===== config.mk =====
export PLATFORM = sky130hd
export DESIGN_NAME = irig_b_encoder
export DESIGN_NICKNAME = d
export VERILOG_FILES = /design/src/hdl/irig_pkg.sv /design/src/hdl/irig_b_encoder.sv /design/src/hdl/symbol_shaper.sv /design/src/hdl/frame_builder.sv /design/src/hdl/frame_sequencer.sv /design/src/hdl/symbol_timer.sv
export SDC_FILE = /design/constraint.sdc
export NUM_CORES = 1
export LEC_CHECK = 0
export BUFFER_PORTS_ARGS = -buffer_cell sky130_fd_sc_hd__buf_4
export CORE_MARGIN = 8
export CORE_UTILIZATION = 45
export DETAILED_ROUTE_END_ITERATION = 16
export PLACE_DENSITY_LB_ADDON = 0.25
export SYNTH_ARGS = -nofsm -noshare
export SYNTH_HDL_FRONTEND = slang
export SYNTH_SLANG_ARGS = --single-unit

===== constraint.sdc =====
create_clock -name clk -period 12.1 [get_ports clk]
set_input_delay 1.21 -clock clk [delete_from_list [all_inputs] [get_ports clk]]
set_output_delay 1.21 -clock clk [all_outputs]
set_load 0.01 [all_outputs]

===== src/hdl/irig_pkg.sv =====
/*
 * Shared types and constants for the IRIG-B000 encoder.
 * Holds the symbol and sequencer state enums and the BCD time record
 * carried from the time input through the frame latch to the builder.
 */
package irig_pkg;

	// --------------------------------------------------
	// Frame geometry
	// --------------------------------------------------

	// One frame is one second at 100 symbols per second
	localparam int FRAME_SYMBOLS = 100;

	// Enough to count positions 0 to 99
	localparam int POS_WIDTH = 7;

	// --------------------------------------------------
	// Enumerations
	// --------------------------------------------------

	// Symbol drawn in one period, high time 2/10, 5/10 or 8/10
	typedef enum logic [1:0] {
		SYM_ZERO = 2'd0,
		SYM_ONE  = 2'd1,
		SYM_MARK = 2'd2
	} symbol_e;

	// Frame sequencer states
	typedef enum logic [1:0] {
		SEQ_IDLE = 2'd0,
		SEQ_LOAD = 2'd1,
		SEQ_RUN  = 2'd2
	} seq_state_e;

	// --------------------------------------------------
	// Time of year, BCD, units digit in the low bits
	// --------------------------------------------------
	typedef struct packed {
		logic [9:0] days_bcd;     // Hundreds 2, tens 4, units 4
		logic [5:0] hours_bcd;    // Tens 2, units 4
		logic [6:0] minutes_bcd;  // Tens 3, units 4
		logic [6:0] seconds_bcd;  // Tens 3, units 4
	} irig_time_t;

endpackage

===== src/hdl/irig_b_encoder.sv =====
/*
 * IRIG-B000 time-code encoder, top level.
 * Takes a BCD time of year and sends it as a 100-symbol DC level-shift
 * frame on bcode, with a one-clock pps pulse at each frame's on-time edge.
 */
`timescale 1ns/1ps

module irig_b_encoder #(
	parameter int SYMBOL_CLKS = 500000,
	parameter int ZERO_CLKS   = SYMBOL_CLKS * 2 / 10,
	parameter int ONE_CLKS    = SYMBOL_CLKS * 5 / 10,
	parameter int MARK_CLKS   = SYMBOL_CLKS * 8 / 10
) (
	input  logic                 clk,
	input  logic                 rst_n,
	input  logic                 enable,
	input  irig_pkg::irig_time_t time_in,
	output logic                 bcode,
	output logic                 pps
);

	import irig_pkg::*;

	localparam int CNT_W = $clog2(SYMBOL_CLKS);

	// --------------------------------------------------
	// Internal nets
	// --------------------------------------------------
	logic                 run;
	logic [CNT_W-1:0]     count;
	logic                 symbol_end;
	logic [POS_WIDTH-1:0] position;
	irig_time_t           frame_time;
	symbol_e              symbol;

	// Clock count within the current symbol
	symbol_timer #(
		.SYMBOL_CLKS(SYMBOL_CLKS)
	) i_symbol_timer (
		.clk       (clk),
		.rst_n     (rst_n),
		.run       (run),
		.count     (count),
		.symbol_end(symbol_end)
	);

	// Frame start, position walk and time latch
	frame_sequencer i_frame_sequencer (
		.clk       (clk),
		.rst_n     (rst_n),
		.enable    (enable),
		.time_in   (time_in),
		.symbol_end(symbol_end),
		.run       (run),
		.position  (position),
		.frame_time(frame_time)
	);

	frame_builder i_frame_builder (
		.position  (position),
		.frame_time(frame_time),
		.symbol    (symbol)
	);

	// Pulse-width drawing of each symbol
	symbol_shaper #(
		.SYMBOL_CLKS(SYMBOL_CLKS),
		.ZERO_CLKS  (ZERO_CLKS),
		.ONE_CLKS   (ONE_CLKS),
		.MARK_CLKS  (MARK_CLKS)
	) i_symbol_shaper (
		.clk     (clk),
		.rst_n   (rst_n),
		.run     (run),
		.count   (count),
		.symbol  (symbol),
		.position(position),
		.bcode   (bcode),
		.pps     (pps)
	);

endmodule


===== src/hdl/symbol_shaper.sv =====
/*
 * Draws one IRIG-B symbol per period as a registered high pulse.
 * The line is high while the count is below the symbol's high time,
 * then low for the rest of the period. Also marks the on-time edge.
 */
`timescale 1ns/1ps

module symbol_shaper #(
	parameter int SYMBOL_CLKS = 500000,
	parameter int ZERO_CLKS   = SYMBOL_CLKS * 2 / 10,
	parameter int ONE_CLKS    = SYMBOL_CLKS * 5 / 10,
	parameter int MARK_CLKS   = SYMBOL_CLKS * 8 / 10
) (
	input  logic                           clk,
	input  logic                           rst_n,
	input  logic                           run,
	input  logic [$clog2(SYMBOL_CLKS)-1:0] count,
	input  irig_pkg::symbol_e              symbol,
	input  logic [irig_pkg::POS_WIDTH-1:0] position,
	output logic                           bcode,
	output logic                           pps
);

	import irig_pkg::*;

	localparam int CNT_W = $clog2(SYMBOL_CLKS);

	logic [CNT_W-1:0] high_clks;

	// High time for the symbol being drawn
	always_comb begin
		case (symbol)
			SYM_ONE:  high_clks = CNT_W'(ONE_CLKS);
			SYM_MARK: high_clks = CNT_W'(MARK_CLKS);
			default:  high_clks = CNT_W'(ZERO_CLKS);
		endcase
	end

	// Output level, one clock behind the count
	// pps lines up with the first high cycle of the reference marker
	always_ff @(posedge clk or negedge rst_n) begin
		if (!rst_n) begin
			bcode <= 1'b0;
			pps   <= 1'b0;
		end else begin
			bcode <= run && (count < high_clks);
			pps   <= run && (count == '0) && (position == '0);
		end
	end

endmodule


===== src/hdl/frame_builder.sv =====
/*
 * IRIG-B000 frame map.
 * Turns a symbol position and the latched time into the symbol to send.
 * Purely combinational; the shaper registers the result.
 */
`timescale 1ns/1ps

module frame_builder (
	input  logic [irig_pkg::POS_WIDTH-1:0] position,
	input  irig_pkg::irig_time_t           frame_time,
	output irig_pkg::symbol_e              symbol
);

	import irig_pkg::*;

	// One bit per frame position
	logic [FRAME_SYMBOLS-1:0] mark_map;
	logic [FRAME_SYMBOLS-1:0] one_map;

	// --------------------------------------------------
	// Marker positions
	// --------------------------------------------------

	// Reference marker at 0, position markers at 9, 19, ... 99
	always_comb begin
		mark_map    = '0;
		mark_map[0] = 1'b1;
		for (int i = 9; i < FRAME_SYMBOLS; i += 10) begin
			mark_map[i] = 1'b1;
		end
	end

	// --------------------------------------------------
	// BCD data positions
	// --------------------------------------------------

	// Each digit goes out least significant bit first
	// Separator positions 5, 14, 24, 34 stay zero
	always_comb begin
		one_map = '0;

		// Seconds
		one_map[4:1]   = frame_time.seconds_bcd[3:0];
		one_map[8:6]   = frame_time.seconds_bcd[6:4];

		// Minutes
		one_map[13:10] = frame_time.minutes_bcd[3:0];
		one_map[17:15] = frame_time.minutes_bcd[6:4];

		// Hours, tens digit only 2 bits
		one_map[23:20] = frame_time.hours_bcd[3:0];
		one_map[26:25] = frame_time.hours_bcd[5:4];

		// Days, hundreds digit after the marker at 39
		one_map[33:30] = frame_time.days_bcd[3:0];
		one_map[38:35] = frame_time.days_bcd[7:4];
		one_map[41:40] = frame_time.days_bcd[9:8];

		// Control bits and binary seconds from 42 on are sent as zero
	end

	// --------------------------------------------------
	// Symbol select
	// --------------------------------------------------
	always_comb begin
		if (mark_map[position]) begin
			symbol = SYM_MARK;
		end else if (one_map[position]) begin
			symbol = SYM_ONE;
		end else begin
			symbol = SYM_ZERO;
		end
	end

endmodule


===== src/hdl/frame_sequencer.sv =====
/*
 * Frame sequencer FSM for the IRIG-B encoder.
 * Starts a frame when enable is seen in idle, walks the 100 symbol
 * positions on each symbol end, and stops only at a frame boundary.
 * The time input is latched at every frame start.
 */
`timescale 1ns/1ps

module frame_sequencer (
	input  logic                            clk,
	input  logic                            rst_n,
	input  logic                            enable,
	input  irig_pkg::irig_time_t            time_in,
	input  logic                            symbol_end,
	output logic                            run,
	output logic [irig_pkg::POS_WIDTH-1:0]  position,
	output irig_pkg::irig_time_t            frame_time
);

	import irig_pkg::*;

	localparam logic [POS_WIDTH-1:0] LAST_POS = POS_WIDTH'(FRAME_SYMBOLS - 1);

	seq_state_e state;
	logic       frame_last;
	logic       load_time;

	// Final symbol of the frame is ending this clock
	assign frame_last = symbol_end && (position == LAST_POS);

	// --------------------------------------------------
	// State and position
	// --------------------------------------------------
	always_ff @(posedge clk or negedge rst_n) begin
		if (!rst_n) begin
			state    <= SEQ_IDLE;
			position <= '0;
		end else begin
			case (state)
				SEQ_IDLE: begin
					position <= '0;
					if (enable) begin
						state <= SEQ_LOAD;
					end
				end
				// One clock to take the time before the first symbol
				SEQ_LOAD: begin
					position <= '0;
					state    <= SEQ_RUN;
				end
				SEQ_RUN: begin
					if (frame_last) begin
						position <= '0;
						// Leave only at the wrap from 99 to 0
						if (!enable) begin
							state <= SEQ_IDLE;
						end
					end else if (symbol_end) begin
						position <= position + 1'b1;
					end
				end
				default: state <= SEQ_IDLE;
			endcase
		end
	end

	assign run = (state == SEQ_RUN);

	// --------------------------------------------------
	// Time latch
	// --------------------------------------------------

	// New time takes effect only at a frame start
	assign load_time = (state == SEQ_LOAD) || (state == SEQ_RUN && frame_last);

	always_ff @(posedge clk) begin
		if (load_time) begin
			frame_time <= time_in;
		end
	end

endmodule


===== src/hdl/symbol_timer.sv =====
/*
 * Clock counter for one IRIG-B symbol period.
 * Counts while run is high, wraps at SYMBOL_CLKS, and flags the last
 * clock of each period so the sequencer can step the position.
 */
`timescale 1ns/1ps

module symbol_timer #(
	parameter int SYMBOL_CLKS = 500000
) (
	input  logic                           clk,
	input  logic                           rst_n,
	input  logic                           run,
	output logic [$clog2(SYMBOL_CLKS)-1:0] count,
	output logic                           symbol_end
);

	localparam int CNT_W = $clog2(SYMBOL_CLKS);

	// Last count of a symbol period
	localparam logic [CNT_W-1:0] LAST_CNT = CNT_W'(SYMBOL_CLKS - 1);

	logic at_last;

	assign at_last = (count == LAST_CNT);

	// Period counter
	// Held at zero while idle so each frame starts on a clean period
	always_ff @(posedge clk or negedge rst_n) begin
		if (!rst_n) begin
			count <= '0;
		end else if (!run || at_last) begin
			count <= '0;
		end else begin
			count <= count + 1'b1;
		end
	end

	// One clock wide, on the clock that wraps the count
	assign symbol_end = run && at_last;

endmodule


==> impl_metrics.json <==
{
  "syn_nets": 346,
  "instances_no_fill": 431,
  "synth.cells.most_frequent": "dfrtp_1, edfxtp_1, nor2_1",
  "place_inst": 415,
  "powerDensity_nw_per_um2": 143,
  "clock_path_buffers": 2,
  "num_antenna_cells": 0,
  "synth_area_leaders": "edfxtp_1, dfrtp_1, ha_1, nor2_1, xnor2_1",
  "drt.antenna.violating_nets": 0,
  "crit_chain": "inv_1 -> ha_1 -> mux2i_1 -> nor3_1 -> o31ai_1 -> nand2_1 -> a21oi_1 -> inv_1 -> ha_1 -> nand3b_1 -> nor3_1 -> o21ai_0 -> a31oi_1 -> a21bo_2 -> o2111ai_1 -> nand2_1",
  "place.gp.congestion": 0.854,
  "grt_pass1_vias": 2395,
  "number_of_buffers_inserted_by_hold_repair_at_cts": 0,
  "drt_wl_total_um": 6550,
  "starting_density_pct": 46.6,
  "maxSlewViolCount": 0,
  "worst_ep_required_time_ns": 12.31,
  "grt_use_met1_pct": 16.4,
  "floorplan.die_area_sq_um": 10000,
  "drc": 0,
  "skew_ns": 0.00816,
  "result_of_the_run": "complete, no violations",
  "crit_path_top_delay_cell": "dfrtp_1",
  "cts_resized": 0,
  "dieWidth_um": 100,
  "fin_setup_tns_ns": 0,
  "highest_fanout_seen_on_the_critical_path": 20,
  "setup_viol": 0,
  "pin_count_of_the_biggest_net_entering_global_routing": 31,
  "number_of_antenna_violations_at_the_first_check_in_global_routing": 0,
  "setup.worst_path.end_class": "flip-flop",
  "finalCritPeriodShare_pct": 30.6,
  "drive_gt1_share_pct": 17.0,
  "clk_transition_reported_paths_ns": 0.06,
  "irDropWorstVdd_mv": 0.0774,
  "ys_warn_count": 0,
  "synthDominantAreaCellType": "edfxtp_1",
  "worst_hold_path_type": "reg2reg",
  "hold_viol": 0,
  "cp.arrival_ns": 3.92,
  "dpl.hpwl_um": 4680,
  "clock_insertion_delay_worst_skew_ns": 0.34,
  "core_region_area_sq_um": 6830,
  "cts_root_buffer": "clkbuf_8",
  "netlist-cell-type-count": 51,
  "num-nets-final": 378,
  "post_synth_instance_area_sq_um": 3190,
  "postSynthRegisterBits": 60,
  "grt_busiest_layer": "met2",
  "timing.fmax_mhz": 270,
  "timing.hold.worst.start": "i_symbol_timer.count[0]",
  "area_growth_syn_to_layout_pct": 16.3,
  "synth_ff_type": "edfxtp_1",
  "die_h_um": 100,
  "power.static_leakage_uw": 0.00144,
  "critPathLaunch": "i_frame_sequencer.position[1]",
  "cts.sink_count": 60,
  "gr-usage-met3_pct": 5.19,
  "io_buffers": 34,
  "rsz0062_at_grt": "false",
  "dr_total_vias": 2315,
  "tightestPinTransition_ns": 0.732,
  "synth_edf_count": 30,
  "grt_first_pass_wirelength_um": 11200,
  "cts_tree": "yes",
  "row_count": 30,
  "period_needed_ns": 3.70,
  "io_pins": 35,
  "part_of_the_yosys_area_used_for_sequential_elements_pct": 51.8,
  "met2_usage_pct": 23.3,
  "netlist.area_leader.share_pct": 28.3,
  "launching_point_of_the_worst_reg2reg_path": "i_frame_sequencer.position[1]",
  "maxCapViolations": 0,
  "global_route.usage.total_pct": 14.2,
  "synth-async-reset-ratio_pct": 50.0,
  "fillers": 628,
  "wirelength_per_cell_um": 15.2,
  "detailedRoute.firstPassIterationCount": 4,
  "initialDrtViolationCount": 130,
  "synthesis.instances": 298,
  "routed_via_density": 5.37,
  "htree_num_levels": 3,
  "syn_area_per_cell_sq_um": 10.7,
  "final_util_pct": 54.2,
  "post-cts-setup-buffer-count": 0,
  "max_slew_margin_pct": 51.2,
  "whs_ns": 0.485,
  "crit_path_max_incr_delay_ns": 0.82,
  "cp-start-kind": "flip-flop",
  "critical_path_class": "reg2reg",
  "tritoncts.num_buffers": 9,
  "congestion_overflow_gr": 0
}
path summary, 6_finish.rpt:
path / cells past startpoint / slack (ns) / endpoint
min reg2reg: 1 / 0.48 / i_symbol_timer.count[0]
max in group asynchronous: 1 / 11.03 / i_frame_sequencer.position[4]
min in group asynchronous: 1 / 0.79 / i_symbol_timer.count[6]
min: 1 / 0.48 / i_symbol_timer.count[0]
max: 16 / 8.40 / i_symbol_shaper.bcode
max reg2reg: 16 / 8.40 / i_symbol_shaper.bcode
sequential cells by signal, summed over array words and instances (netlist names):
name                          count
i_frame_sequencer.state           2
i_symbol_shaper.bcode             1
i_symbol_timer.count             19
i_frame_sequencer.position        7
i_frame_sequencer.frame_time     30
i_symbol_shaper.pps               1
worst max-delay path: cells and delay by family (launching register included):
kind            cells  cell delay (ns)
compound gates      6             1.18
flops               1             0.82
fa+ha+maj           2             0.58
simple gates        5             0.54
buf+inv             2             0.30
mux                 1             0.16
stage by stage:
stage | worst slack, ns | total power (uW) | instance area, sq um
6_report | 8.40 | 532 | 3710
5_1_grt | 7.87 | 559 | 3710
2_1_floorplan | 8.12 | 312 | 3190
3_5_place_dp | 8.44 | 345 | 3500
3_3_place_gp | 8.56 | 343 | 3500
4_1_cts | 8.40 | 540 | 3710
logic make-up after synthesis:
group,Yosys count,synth area share (%)
muxes,13,4.87
buffers and inverters,29,4.08
xor gates and xnor gates,19,5.22
DFF,60,51.8
AOI/OAI and AO/OA,42,8.68
and+or+nand+nor,120,19.4
adders and majority gates,15,5.89
routing by layer:
metal / vias up / part of all wire [%]
met5: - / 0
met4: 0 / 1.5
met3: 9 / 4.2
met2: 52 / 49
met1: 1108 / 46
li1: 1146 / -
layout make-up:
class / count / area (sq um) / share of cell area (%)
Clock buffer: 11 / 131 / 3.54
Clock inverter: 5 / 76.3 / 2.06
Inverter: 15 / 56.3 / 1.52
Multi-Input combinational cell: 209 / 1410 / 38.0
Sequential cell: 60 / 1650 / 44.6
Tap cell: 96 / 120 / 3.24
Timing Repair Buffer: 35 / 263 / 7.09
cells in the final DEF, fill, tap and decap left out, drive strengths merged, types with 2 or more instances in the layout:
| master | count |
|---|---|
| o2111ai | 2 |
| nor2b | 2 |
| nor4 | 4 |
| o31ai | 3 |
| dfrtp | 30 |
| inv | 15 |
| bufinv | 2 |
| xnor2 | 10 |
| and3 | 5 |
| xor2 | 9 |
| nor3b | 2 |
| or3 | 5 |
| clkinv | 2 |
| a41oi | 2 |
| buf | 35 |
| edfxtp | 30 |
| nor3 | 11 |
| nand3b | 3 |
| ha | 15 |
| clkbuf | 11 |
| nand3 | 16 |
| nand2b | 6 |
| a21oi | 7 |
| nand2 | 24 |
| nand4 | 6 |
| mux2i | 8 |
| nor2 | 29 |
| mux2 | 4 |
| and4 | 2 |
| o21ai | 11 |
| a31oi | 7 |
power breakdown:
group	switching, uW	internal (uW)
registers	13.7	247
clock network	77.9	115
logic	48.4	30.0
total	140	392
No activity file was read; power rests on OpenSTA's default activity.
